--- src/cpu_pkg.sv ---
package cpu_pkg;

    localparam int data_w    = 8;
    localparam int instr_w   = 16;
    localparam int reg_count = 16;

    // Instruction field positions
    localparam int op_lsb  = 12;
    localparam int rd_lsb  = 8;
    localparam int rs1_lsb = 4;
    localparam int rs2_lsb = 0;

    typedef logic [3:0]        reg_addr_t;
    typedef logic [data_w-1:0] data_t;

    typedef enum logic [3:0] {
        op_nop  = 4'd0,
        op_add  = 4'd1,
        op_sub  = 4'd2,
        op_and  = 4'd3,
        op_or   = 4'd4,
        op_xor  = 4'd5,
        op_shl  = 4'd6,
        op_shr  = 4'd7,
        op_ldi  = 4'd8,
        op_mul  = 4'd9,
        op_in   = 4'd10,
        op_out  = 4'd11,
        op_halt = 4'd15
    } opcode_t;

    typedef enum logic {
        unit_alu,
        unit_mul
    } unit_t;

endpackage

--- src/instr_decoder.sv ---
module instr_decoder import cpu_pkg::*; (
    input  logic               clk,
    input  logic               rst,
    input  logic [instr_w-1:0] instr,
    input  logic               instr_valid,
    input  logic               issue_take,
    output logic               stall,
    output logic               dec_valid,
    output opcode_t            dec_op,
    output unit_t              dec_unit,
    output reg_addr_t          dec_rd,
    output reg_addr_t          dec_rs1,
    output reg_addr_t          dec_rs2,
    output data_t              dec_imm,
    output logic               dec_write
);

    logic [3:0] op_code;
    opcode_t    next_op;
    logic       load;
    logic       release_entry;

    assign op_code = instr[op_lsb +: 4];

    // Unused codes fall back to nop
    always_comb begin
        if (op_code inside {4'd12, 4'd13, 4'd14}) begin
            next_op = op_nop;
        end else begin
            next_op = opcode_t'(op_code);
        end
    end

    // A halt stays parked in the register, so nothing gets in behind it
    assign release_entry = issue_take && (dec_op != op_halt);
    assign stall = dec_valid && !release_entry;
    assign load  = instr_valid && !stall;

    always_ff @(posedge clk) begin
        if (rst) begin
            dec_valid <= 1'b0;
        end else if (load) begin
            dec_valid <= 1'b1;
        end else if (release_entry) begin
            dec_valid <= 1'b0;
        end
    end

    always_ff @(posedge clk) begin
        if (load) begin
            dec_op    <= next_op;
            dec_unit  <= (next_op == op_mul) ? unit_mul : unit_alu;
            dec_rd    <= instr[rd_lsb +: 4];
            dec_rs1   <= instr[rs1_lsb +: 4];
            dec_rs2   <= instr[rs2_lsb +: 4];
            dec_imm   <= instr[7:0];
            dec_write <= !(next_op inside {op_nop, op_out, op_halt});
        end
    end

endmodule

--- src/issue_control.sv ---
module issue_control import cpu_pkg::*; #(
    parameter int rob_depth = 8
) (
    input  logic                         clk,
    input  logic                         rst,
    input  logic                         dec_valid,
    input  opcode_t                      dec_op,
    input  unit_t                        dec_unit,
    input  reg_addr_t                    dec_rd,
    input  reg_addr_t                    dec_rs1,
    input  reg_addr_t                    dec_rs2,
    input  data_t                        dec_imm,
    input  logic                         dec_write,
    input  logic                         rob_full,
    input  logic [$clog2(rob_depth)-1:0] alloc_tag,
    input  logic                         retire_valid,
    input  logic [$clog2(rob_depth)-1:0] retire_tag,
    input  data_t                        rs1_value,
    input  data_t                        rs2_value,
    input  logic [15:0]                  sw,
    output logic                         issue_take,
    output logic                         alloc,
    output reg_addr_t                    rs1_addr,
    output reg_addr_t                    rs2_addr,
    output logic                         alu_start,
    output logic                         mul_start,
    output opcode_t                      start_op,
    output data_t                        start_a,
    output data_t                        start_b,
    output logic [$clog2(rob_depth)-1:0] start_tag,
    output reg_addr_t                    start_rd,
    output logic                         start_write
);

    localparam int tag_w = $clog2(rob_depth);

    logic [reg_count-1:0] pending;
    logic [tag_w-1:0]     last_tag [reg_count];
    logic                 halted;
    logic                 uses_rs1;
    logic                 uses_rs2;
    logic                 src_busy;

    // Which sources an opcode actually reads
    assign uses_rs1 = dec_op inside {op_add, op_sub, op_and, op_or, op_xor,
                                     op_shl, op_shr, op_mul, op_out};
    assign uses_rs2 = dec_op inside {op_add, op_sub, op_and, op_or, op_xor,
                                     op_shl, op_shr, op_mul};
    assign src_busy = (uses_rs1 && pending[dec_rs1]) || (uses_rs2 && pending[dec_rs2]);

    assign issue_take = dec_valid && !rob_full && !src_busy && !halted;
    assign alloc      = issue_take;
    assign alu_start  = issue_take && (dec_unit == unit_alu);
    assign mul_start  = issue_take && (dec_unit == unit_mul);

    assign rs1_addr    = dec_rs1;
    assign rs2_addr    = dec_rs2;
    assign start_op    = dec_op;
    assign start_a     = (dec_op == op_in) ? sw[data_w-1:0] : rs1_value;
    assign start_b     = rs2_value;
    assign start_tag   = alloc_tag;
    assign start_rd    = dec_rd;
    assign start_write = dec_write;

    // Retire clears only the last writer's bit and a same-cycle issue wins
    always_ff @(posedge clk) begin
        if (rst) begin
            pending <= '0;
            halted  <= 1'b0;
        end else begin
            for (int r = 0; r < reg_count; r++) begin
                if (retire_valid && pending[r] && (last_tag[r] == retire_tag)) begin
                    pending[r] <= 1'b0;
                end
            end
            if (issue_take && dec_write) begin
                pending[dec_rd] <= 1'b1;
            end
            if (issue_take && (dec_op == op_halt)) begin
                halted <= 1'b1;
            end
        end
    end

    always_ff @(posedge clk) begin
        if (issue_take && dec_write) begin
            last_tag[dec_rd] <= alloc_tag;
        end
    end

    // One unit per issue and only op_mul goes to the multiplier
    assert property (@(posedge clk) disable iff (rst)
        (alu_start || mul_start) |->
            (!(alu_start && mul_start) && (mul_start == (start_op == op_mul))));

endmodule

--- src/alu_unit.sv ---
module alu_unit import cpu_pkg::*; #(
    parameter int rob_depth = 8
) (
    input  logic                         clk,
    input  logic                         rst,
    input  logic                         alu_start,
    input  opcode_t                      start_op,
    input  data_t                        start_a,
    input  data_t                        start_b,
    input  data_t                        start_imm,
    input  logic [$clog2(rob_depth)-1:0] start_tag,
    input  reg_addr_t                    start_rd,
    input  logic                         start_write,
    output logic                         alu_done,
    output logic [$clog2(rob_depth)-1:0] alu_tag,
    output reg_addr_t                    alu_rd,
    output data_t                        alu_value,
    output logic                         alu_write
);

    data_t result;

    always_comb begin
        case (start_op)
            op_add:  result = start_a + start_b;
            op_sub:  result = start_a - start_b;
            op_and:  result = start_a & start_b;
            op_or:   result = start_a | start_b;
            op_xor:  result = start_a ^ start_b;
            op_shl:  result = start_a << start_b[2:0];
            op_shr:  result = start_a >> start_b[2:0];
            op_ldi:  result = start_imm;
            // in, out, nop and halt pass operand a
            default: result = start_a;
        endcase
    end

    always_ff @(posedge clk) begin
        if (rst) begin
            alu_done <= 1'b0;
        end else begin
            alu_done <= alu_start;
        end
    end

    always_ff @(posedge clk) begin
        if (alu_start) begin
            alu_tag   <= start_tag;
            alu_rd    <= start_rd;
            alu_value <= result;
            alu_write <= start_write;
        end
    end

endmodule

--- src/mult_unit.sv ---
module mult_unit import cpu_pkg::*; #(
    parameter int rob_depth = 8
) (
    input  logic                         clk,
    input  logic                         rst,
    input  logic                         mul_start,
    input  data_t                        start_a,
    input  data_t                        start_b,
    input  logic [$clog2(rob_depth)-1:0] start_tag,
    input  reg_addr_t                    start_rd,
    input  logic                         start_write,
    output logic                         mul_done,
    output logic [$clog2(rob_depth)-1:0] mul_tag,
    output reg_addr_t                    mul_rd,
    output data_t                        mul_value,
    output logic                         mul_write
);

    localparam int tag_w = $clog2(rob_depth);

    logic             s1_valid, s2_valid;
    data_t            s1_a, s1_b;
    logic [tag_w-1:0] s1_tag, s2_tag;
    reg_addr_t        s1_rd, s2_rd;
    logic             s1_write, s2_write;
    data_t            lo_full, hi_full;
    data_t            pp_lo;
    logic [3:0]       pp_hi;

    // Two nibble partial products, only the low byte matters
    assign lo_full = s1_a * {4'b0000, s1_b[3:0]};
    assign hi_full = s1_a * {4'b0000, s1_b[7:4]};

    always_ff @(posedge clk) begin
        if (rst) begin
            s1_valid <= 1'b0;
            s2_valid <= 1'b0;
            mul_done <= 1'b0;
        end else begin
            s1_valid <= mul_start;
            s2_valid <= s1_valid;
            mul_done <= s2_valid;
        end
    end

    always_ff @(posedge clk) begin
        s1_a      <= start_a;
        s1_b      <= start_b;
        s1_tag    <= start_tag;
        s1_rd     <= start_rd;
        s1_write  <= start_write;
        pp_lo     <= lo_full;
        pp_hi     <= hi_full[3:0];
        s2_tag    <= s1_tag;
        s2_rd     <= s1_rd;
        s2_write  <= s1_write;
        mul_value <= pp_lo + {pp_hi, 4'b0000};
        mul_tag   <= s2_tag;
        mul_rd    <= s2_rd;
        mul_write <= s2_write;
    end

endmodule

--- src/reorder_buffer.sv ---
module reorder_buffer import cpu_pkg::*; #(
    parameter int rob_depth = 8
) (
    input  logic                         clk,
    input  logic                         rst,
    input  logic                         alloc,
    input  logic                         alloc_is_out,
    input  logic                         alu_done,
    input  logic [$clog2(rob_depth)-1:0] alu_tag,
    input  reg_addr_t                    alu_rd,
    input  data_t                        alu_value,
    input  logic                         alu_write,
    input  logic                         mul_done,
    input  logic [$clog2(rob_depth)-1:0] mul_tag,
    input  reg_addr_t                    mul_rd,
    input  data_t                        mul_value,
    input  logic                         mul_write,
    output logic                         rob_full,
    output logic [$clog2(rob_depth)-1:0] alloc_tag,
    output logic                         retire_valid,
    output logic [$clog2(rob_depth)-1:0] retire_tag,
    output reg_addr_t                    retire_rd,
    output data_t                        retire_value,
    output logic                         retire_write,
    output data_t                        led
);

    localparam int tag_w = $clog2(rob_depth);

    logic [tag_w-1:0]     head;
    logic [tag_w-1:0]     tail;
    logic [tag_w:0]       count;
    logic [rob_depth-1:0] busy;
    logic [rob_depth-1:0] done;
    logic [rob_depth-1:0] write_q;
    logic [rob_depth-1:0] is_out_q;
    reg_addr_t            rd_q [rob_depth];
    data_t                value_q [rob_depth];

    assign rob_full  = (count == (tag_w + 1)'(rob_depth));
    assign alloc_tag = tail;

    // ========================================
    // Retire port, head of the queue
    // ========================================

    assign retire_valid = busy[head] && done[head];
    assign retire_tag   = head;
    assign retire_rd    = rd_q[head];
    assign retire_value = value_q[head];
    assign retire_write = write_q[head];

    // ========================================
    // Control state
    // ========================================

    always_ff @(posedge clk) begin
        if (rst) begin
            head  <= '0;
            tail  <= '0;
            count <= '0;
            busy  <= '0;
            done  <= '0;
            led   <= '0;
        end else begin
            if (retire_valid) begin
                busy[head] <= 1'b0;
                done[head] <= 1'b0;
                head       <= head + 1'b1;
                if (is_out_q[head]) begin
                    led <= value_q[head];
                end
            end
            if (alloc) begin
                busy[tail] <= 1'b1;
                done[tail] <= 1'b0;
                tail       <= tail + 1'b1;
            end
            if (alu_done) begin
                done[alu_tag] <= 1'b1;
            end
            if (mul_done) begin
                done[mul_tag] <= 1'b1;
            end
            case ({alloc, retire_valid})
                2'b10:   count <= count + 1'b1;
                2'b01:   count <= count - 1'b1;
                default: count <= count;
            endcase
        end
    end

    // Entry payload, one write port per unit
    always_ff @(posedge clk) begin
        if (alloc) begin
            is_out_q[tail] <= alloc_is_out;
        end
        if (alu_done) begin
            rd_q[alu_tag]    <= alu_rd;
            value_q[alu_tag] <= alu_value;
            write_q[alu_tag] <= alu_write;
        end
        if (mul_done) begin
            rd_q[mul_tag]    <= mul_rd;
            value_q[mul_tag] <= mul_value;
            write_q[mul_tag] <= mul_write;
        end
    end

    assert property (@(posedge clk) disable iff (rst) alu_done |-> busy[alu_tag]);
    assert property (@(posedge clk) disable iff (rst) mul_done |-> busy[mul_tag]);
    assert property (@(posedge clk) disable iff (rst) alloc |-> !rob_full);

endmodule

--- src/reg_file.sv ---
module reg_file import cpu_pkg::*; (
    input  logic      clk,
    input  logic      rst,
    input  reg_addr_t rs1_addr,
    input  reg_addr_t rs2_addr,
    input  logic      retire_valid,
    input  logic      retire_write,
    input  reg_addr_t retire_rd,
    input  data_t     retire_value,
    output data_t     rs1_value,
    output data_t     rs2_value
);

    data_t regs [reg_count];

    // Architectural state only changes at retire
    always_ff @(posedge clk) begin
        if (rst) begin
            for (int i = 0; i < reg_count; i++) begin
                regs[i] <= '0;
            end
        end else if (retire_valid && retire_write) begin
            regs[retire_rd] <= retire_value;
        end
    end

    assign rs1_value = regs[rs1_addr];
    assign rs2_value = regs[rs2_addr];

endmodule

--- src/cpu.sv ---
module cpu import cpu_pkg::*; #(
    parameter int rob_depth = 8
) (
    input  logic               clk,
    input  logic               rst,
    input  logic [instr_w-1:0] instr,
    input  logic               instr_valid,
    input  logic [15:0]        sw,
    output logic               stall,
    output data_t              led,
    output logic               retire_valid,
    output reg_addr_t          retire_rd,
    output data_t              retire_value,
    output logic               retire_write
);

    localparam int tag_w = $clog2(rob_depth);

    // ========================================
    // Decode and issue
    // ========================================

    logic             dec_valid, dec_write;
    opcode_t          dec_op;
    unit_t            dec_unit;
    reg_addr_t        dec_rd, dec_rs1, dec_rs2;
    data_t            dec_imm;
    logic             issue_take, alloc, rob_full;
    logic [tag_w-1:0] alloc_tag, retire_tag;
    reg_addr_t        rs1_addr, rs2_addr;
    data_t            rs1_value, rs2_value;

    // ========================================
    // Unit start and result buses
    // ========================================

    logic             alu_start, mul_start, start_write;
    opcode_t          start_op;
    data_t            start_a, start_b;
    logic [tag_w-1:0] start_tag;
    reg_addr_t        start_rd;
    logic             alu_done, alu_write, mul_done, mul_write;
    logic [tag_w-1:0] alu_tag, mul_tag;
    reg_addr_t        alu_rd, mul_rd;
    data_t            alu_value, mul_value;

    instr_decoder decoder_inst (.*);

    issue_control #(.rob_depth(rob_depth)) issue_inst (.*);

    // Immediate goes straight from the decoder, it is still held in the issue cycle
    alu_unit #(.rob_depth(rob_depth)) alu_inst (
        .start_imm(dec_imm),
        .*
    );

    mult_unit #(.rob_depth(rob_depth)) mul_inst (.*);

    reorder_buffer #(.rob_depth(rob_depth)) rob_inst (
        .alloc_is_out(dec_op == op_out),
        .*
    );

    reg_file regs_inst (.*);

endmodule

--- config.mk ---
export PLATFORM = sky130hd
export DESIGN_NAME = cpu
export DESIGN_NICKNAME = d
export VERILOG_FILES = /design/src/cpu_pkg.sv /design/src/instr_decoder.sv /design/src/issue_control.sv /design/src/alu_unit.sv /design/src/mult_unit.sv /design/src/reorder_buffer.sv /design/src/reg_file.sv /design/src/cpu.sv
export SDC_FILE = /design/constraint.sdc
export NUM_CORES = 1
export LEC_CHECK = 0
export ABC_CLOCK_PERIOD_IN_PS = 6100
export BUFFER_PORTS_ARGS = -buffer_cell sky130_fd_sc_hd__buf_2
export CORE_MARGIN = 8
export CORE_UTILIZATION = 68
export CTS_CLUSTER_SIZE = 28
export DETAILED_ROUTE_END_ITERATION = 10
export PLACE_DENSITY = 0.84
export SLEW_MARGIN = 0
export SYNTH_ARGS = -nofsm -noshare
export SYNTH_HDL_FRONTEND = slang
export SYNTH_HIERARCHICAL = 1
export SYNTH_SLANG_ARGS = --single-unit
--- constraint.sdc ---
create_clock -name clk -period 6.1 [get_ports clk]
set_input_delay 1.22 -clock clk [delete_from_list [all_inputs] [get_ports clk]]
set_output_delay 1.22 -clock clk [all_outputs]
set_load 0.05 [all_outputs]
==> qor.yml, run 1 <==
synth_cell_types: 97
grtUsageTotal_pct: 28.50
yosys-top-cells-area: "edfxtp_1 (41%), dfxtp_1 (11%), mux4_1 (6.2%)"
slew_violations: 0
grt_util_met3_pct: 5.851
power_per_cell_area_mw_per_mm2: 317.8
ir_drop_v: 0.0002984
grt_overflow: 0
wl_per_cell_um: 25.42
antenna_cells: 0
htreeDepth: 2
multi_input_comb_area_mm2: 0.009942
setup_viol: 0
clockBufferDepth: 3
cts_tree: "done"
slew-limit-headroom_pct: 23.27
cts-root-buf: "clkbuf_16"
final.setup_skew_ns: 0.02631
cts_buffers: 45
drive_above_1_share_pct: 20.62
required_ns: 4.88
seq_area_mm2: 0.01197
yosys.area.top_type_share_pct: 40.93
area_delta_synth_final_pct: 7.415
async_reset_ff_share_pct: 0
grt_antenna_before_repair: 2
fill_cells: 2079
ys.flop_type: "edfxtp_1"
setup_slack_ns: 0.8324
dieHeight_um: 200.1
r2r-end: "alu_inst/alu_value[5]"
synth_top_area_cell: "edfxtp_1"
netlist_area_mm2: 0.02303
netlist_instances: 1756
clock_latency_ns: 0.55
dieArea_mm2: 0.04002
grt_util_met2_pct: 46.94
syn_avg_cell_area_um2: 13.12
hold_class: "register to register"
start_util_pct: 68.87
drv_cap: 0
synth_fp_nets: 1847
hold_viol_final: 0
die_x_um: 200.1
p_leak_nw: 8.925
cts_hold_buf: 0
post-cts-setup-buffers: 0
endpoint: "stall"
run_status: "complete, no violations"
yosysSeqAreaShare_pct: 51.97
timing.final.crit_period_ns: 5.268
grtUsageMet1_pct: 36.42
grt_pass1_wl_um: 87090
fin_cells: 2242
startpoint: "decoder_inst/dec_rs1[0]"
placedCellCount: 2158
synth_edf_count: 314
drt_iter0_drc: 1987
layout.nets: 1848
yosysWarningCount: 6
clkSinkCount: 441
post-place-ws_ns: 1.286
first_global_vias: 15350
place_congestion: 0.9032
ant_nets: 0
port_buffers: 49
cp_max_fo: 17
whs_ns: 0.3215
critPathKind: "register to output pin"
period_share_pct: 86.35
final.setup.tns_ns: 0
reg2reg_from: "decoder_inst/dec_rs2[0]"
core.rowCount: 67
max_slew.worst_pin.slew_ns: 1.145
finalPower_mw: 7.863
rsz0062_at_grt: "no"
ctsResizeCount: 0
timing.fmax_mhz: 189.8
critPathLaunchType: "register"
viasPerCell: 6.858
core_mm2: 0.03345
rr_worst_depth: 15
cp-end-kind: "output pin"
vias: 15375
crit_arrival_ns: 4.05
ys_ff_latch: 441
num_io_pins: 58
grt_max_degree: 50
first_pass_iters: 9
route.final.wire_length_um: 56980
grt-busiest-layer: "met2"
dp.final_hpwl_um: 36390
path_clk_slew_ns: 0.06
drc: 0
regToRegSetupSlack_ns: 1.13
[flip-flops by register name, summed over array words and instances, names as in the netlist, 8 cells and up, named ones only]
signal,count
mul_inst/pp_lo,8
regs_inst/regs,128
rob_inst/led,8
mul_inst/s1_b,8
mul_inst/mul_value,8
rob_inst/value_q,64
rob_inst/done,8
issue_inst/pending,16
rob_inst/write_q,8
alu_inst/alu_value,8
rob_inst/is_out_q,8
mul_inst/s1_a,8
rob_inst/busy,8
issue_inst/last_tag,48
rob_inst/rd_q,32
[cell usage in the layout, fill, tap and decap left out, types with 13 or more instances in the layout]
| master | n |
|---|---|
| mux2i_1 | 26 |
| buf_4 | 51 |
| ha_1 | 45 |
| a21o_1 | 13 |
| nor2b_1 | 18 |
| xnor2_1 | 70 |
| inv_1 | 50 |
| nand2b_1 | 13 |
| o21ai_0 | 29 |
| and2_1 | 22 |
| edfxtp_1 | 314 |
| mux4_1 | 54 |
| nor3_1 | 13 |
| mux4_2 | 51 |
| nand3b_1 | 20 |
| o41ai_1 | 18 |
| a22oi_1 | 36 |
| nor2_1 | 182 |
| nand4_1 | 22 |
| buf_2 | 49 |
| clkbuf_16 | 48 |
| nand2_1 | 125 |
| a21oi_1 | 38 |
| mux2_2 | 117 |
| clkbuf_1 | 14 |
| dfxtp_1 | 126 |
[area by class of cell]
| class | instances | share of cell area (%) |
|---|---|---|
| tap | 448 | 2.265 |
| clock buffer | 66 | 5.264 |
| clock inverter | 18 | 0.5815 |
| timing repair buffer | 100 | 2.539 |
| inverter | 51 | 0.7788 |
| multi-input combinational | 1118 | 40.18 |
| sequential | 441 | 48.39 |
[cells in the mapped netlist, types with 7 or more instances]
cell,count
edfxtp_1,314
nor2_1,182
dfxtp_1,127
nand2_1,125
mux2_2,117
xnor2_1,70
mux4_1,54
mux4_2,51
inv_1,50
clkbuf_1,49
ha_1,45
buf_4,42
a21oi_1,38
a22oi_1,36
o21ai_0,29
mux2i_1,26
and2_1,22
nand4_1,22
buf_2,21
nand3b_1,20
buf_6,18
nor2b_1,18
o41ai_1,18
nor3_1,14
a21o_1,13
nand2b_1,13
a211oi_1,12
nand4b_1,12
a31oi_1,11
fa_1,11
nor4_1,11
xor2_1,10
nor3b_1,8
o211a_1,8
nand3_1,7
or2_2,7
[per-layer routing]
layer  up-vias  routed length [µm]
met5         -                  40
met4         6                2672
met3       221                6167
met2      1059               27410
met1      7461               20690
li1       6628                   -
[cell families after synthesis]
group / synth area share (%)
adder cells (fa/ha/maj): 3.400
AO/OA/AOI/OAI: 6.909
buffers and inverters: 4.943
AND/OR/NAND/NOR: 11.04
XOR/XNOR: 3.210
flip-flops: 51.97
multiplexers: 18.52
[critical path: stages (launching register included)]
cell and delay (ns):
edfxtp_1 1.09, mux4_2 0.61, a211oi_1 0.48, nor3_4 0.09, nor2_1 0.75, a21boi_0 0.20, buf_2 0.27
[worst min-delay path by stage]
stage | from | endpoint | slack, ns | depth (start not counted)
after floorplan | mul_inst/s2_rd[0] | mul_inst/mul_rd[0] | 0.31 | 0
after global placement | mul_inst/s1_rd[3] | mul_inst/s2_rd[3] | 0.31 | 0
after detailed placement | mul_inst/pp_lo[1] | mul_inst/mul_value[1] | 0.31 | 0
after CTS | mul_inst/s1_rd[2] | mul_inst/s2_rd[2] | 0.32 | 0
after global routing | mul_inst/s2_rd[0] | mul_inst/mul_rd[0] | 0.33 | 0
final | mul_inst/s2_rd[1] | mul_inst/mul_rd[1] | 0.32 | 0
[through the flow]
stage / instance area (µm²) / util [%]
floorplan: 23030 / -
global placement: 23300 / 69.65
detailed placement: 23300 / 69.65
CTS: 24740 / 73.97
global route: 24740 / 73.97
finish: 24740 / 73.97
[power breakdown]
part	internal, mW	leakage (nW)	switching [mW]
registers	3.46	4.08	0.232
clock network	1.57	0.702	1.12
logic	0.631	4.15	0.845
Power figures use the tool's default switching activity.
==> run 2: changes to the inputs <==
Settings changed: GPL_TIMING_DRIVEN set to 0, PLACE_DENSITY 0.84 to 0.86.
==> run 2 against run 1 <==
Effect of this change: first-iteration DRC count up 1.7%; core utilization increased by 1.8 points; worst setup slack got worse by 0.27 ns; largest cell class unchanged; wire length increased by 9.0%; critical endpoint is now alu_inst/alu_value[4]; flip-flop and latch count is the same; critical path type is now register to register; fmax shrank 4.9%; sequential share of layout area fell by 1.2 points.
==> qor.yml, run 2 (synthesis gave the netlist of run 1 again) <==
layout_common_cells: "edfxtp_1 (314), nor2_1 (182), dfxtp_1 (127), nand2_1 (125), mux2_2 (117)"
crit_chain: "buf_4, buf_4, buf_1, mux4_2, a22oi_1, nand2_1, buf_4, buf_2, buf_2, inv_1, ha_1, mux2_2, fa_1, nand2b_1, a21boi_0, nor3_1, or3_1, a31oi_1"
multi_input_comb_area_mm2: 0.009956
worst_path_most_repeated_cell: "buf_4"
hold_viol_final: 0
drt_iter0_drc: 2020
vias: 15948
p_leak_nw: 9.234
period_share_pct: 90.78
layout.nets: 1947
htreeDepth: 2
worst_path_max_delay_cell: "buf_1"
cts-root-buf: "clkbuf_16"
reg2reg_from: "decoder_inst/dec_rs2[1]"
cts_buffers: 44
die_x_um: 200.1
crit_arrival_ns: 5.83
critPathMaxStageDelay_ns: 0.60
wl_per_cell_um: 26.53
grt_antenna_before_repair: 0
num_io_pins: 58
dp.final_hpwl_um: 42220
cp_max_fo: 10
clock_latency_ns: 0.56
max_slew.worst_pin.slew_ns: 1.456
cts_tree: "done"
path_clk_slew_ns: 0.06
first_global_vias: 15682
fill_cells: 1948
first_pass_iters: 7
slew_violations: 0
rr_worst_depth: 18
min_from: "mul_inst/s1_tag[0]"
final_common_cell: "edfxtp_1"
ctsResizeCount: 0
clkSinkCount: 441
drive_above_1_share_pct: 22.42
place_congestion: 1.016
ant_nets: 0
port_buffers: 49
run_status: "complete, no violations"
reg_top3: "regs_inst/regs x128, rob_inst/value_q x64, issue_inst/last_tag x48"
route.final.wire_length_um: 62100
core_mm2: 0.03345
cp-end-kind: "register"
post-cts-setup-buffers: 0
area_delta_synth_final_pct: 10.05
required_ns: 6.39
grt_overflow: 0
endpoint: "alu_inst/alu_value[4]"
grtUsageTotal_pct: 31.04
slew-limit-headroom_pct: 1.926
drc: 0
critPathKind: "register to register"
viasPerCell: 6.812
core.rowCount: 67
grt_pass1_wl_um: 93310
dieArea_mm2: 0.04002
setup_viol: 0
clockBufferDepth: 3
grt_max_degree: 26
regToRegSetupSlack_ns: 0.56
final.setup.tns_ns: 0
design_area_mm2: 0.02535
timing.final.crit_period_ns: 5.538
timing.fmax_mhz: 180.6
largest_reg_flops: 128
drv_cap: 0
ir_drop_v: 0.0002560
r2r-end: "alu_inst/alu_value[4]"
critPathLaunchType: "register"
power_per_cell_area_mw_per_mm2: 314.1
place_area_mm2: 0.02388
startpoint: "decoder_inst/dec_rs2[1]"
start_util_pct: 68.87
finalPower_mw: 7.963
regMostFlops: "regs_inst/regs"
seq_area_mm2: 0.01197
rsz0062_at_grt: "no"
dieHeight_um: 200.1
cts_hold_buf: 0
hold_class: "register to register"
final.setup_skew_ns: 0.01985
-- run 2: worst min path at each step --
stage	endpoint	slack (ns)	cells past startpoint
2_1_floorplan	mul_inst/mul_rd[0]	0.31	0
3_3_place_gp	mul_inst/mul_rd[2]	0.31	0
3_5_place_dp	mul_inst/s2_rd[1]	0.31	0
4_1_cts	mul_inst/s2_tag[0]	0.33	0
5_1_grt	mul_inst/s2_tag[0]	0.33	0
6_report	mul_inst/s2_tag[0]	0.33	0
-- run 2: worst max-delay path, delay by kind of cell, from the launching register on --
family / cells / cell delay (ns)
buffers and inverters: 7 / 1.67
AO/OA/AOI/OAI: 3 / 0.99
AND/OR/NAND/NOR: 4 / 0.81
multiplexers: 2 / 0.73
adder cells (fa/ha/maj): 2 / 0.71
flip-flops: 1 / 0.38
-- run 2: layer usage --
metal	vias to the layer above	global-route usage, %	wire length (µm)
met3	158	8.315	7275
met1	7892	40.54	22930
met2	1065	49.62	29500
met4	0	11.69	2394
met5	-	0	0
li1	6833	-	-
-- run 2: power by group --
part | switching [mW] | internal, mW | total (mW)
logic | 0.933 | 0.691 | 1.62
clock network | 1.14 | 1.53 | 2.66
registers | 0.211 | 3.47 | 3.68
total | 2.28 | 5.68 | 7.96
-- run 2: area by class of cell --
cell class                 instances  area share [%]
clock buffer                      63           5.084
timing repair buffer              54           1.120
multi-input combinational       1118           39.27
tap                              448           2.211
buffer                           146           3.731
sequential                       441           47.22
antenna                            2         0.01974
inverter                          51          0.7601
clock inverter                    18          0.5775
-- run 2: through the flow --
step | hold WS [ns] | cells | setup WS [ns] | util (%)
2_1_floorplan | 0.3096 | 1756 | 1.718 | -
3_3_place_gp | 0.3102 | 2253 | 0.7866 | 71.28
3_5_place_dp | 0.3121 | 2256 | 0.7998 | 71.40
4_1_cts | 0.3296 | 2337 | 0.7369 | 75.69
5_1_grt | 0.3320 | 2339 | 0.4666 | 75.78
6_report | 0.3279 | 2341 | 0.5621 | 75.79
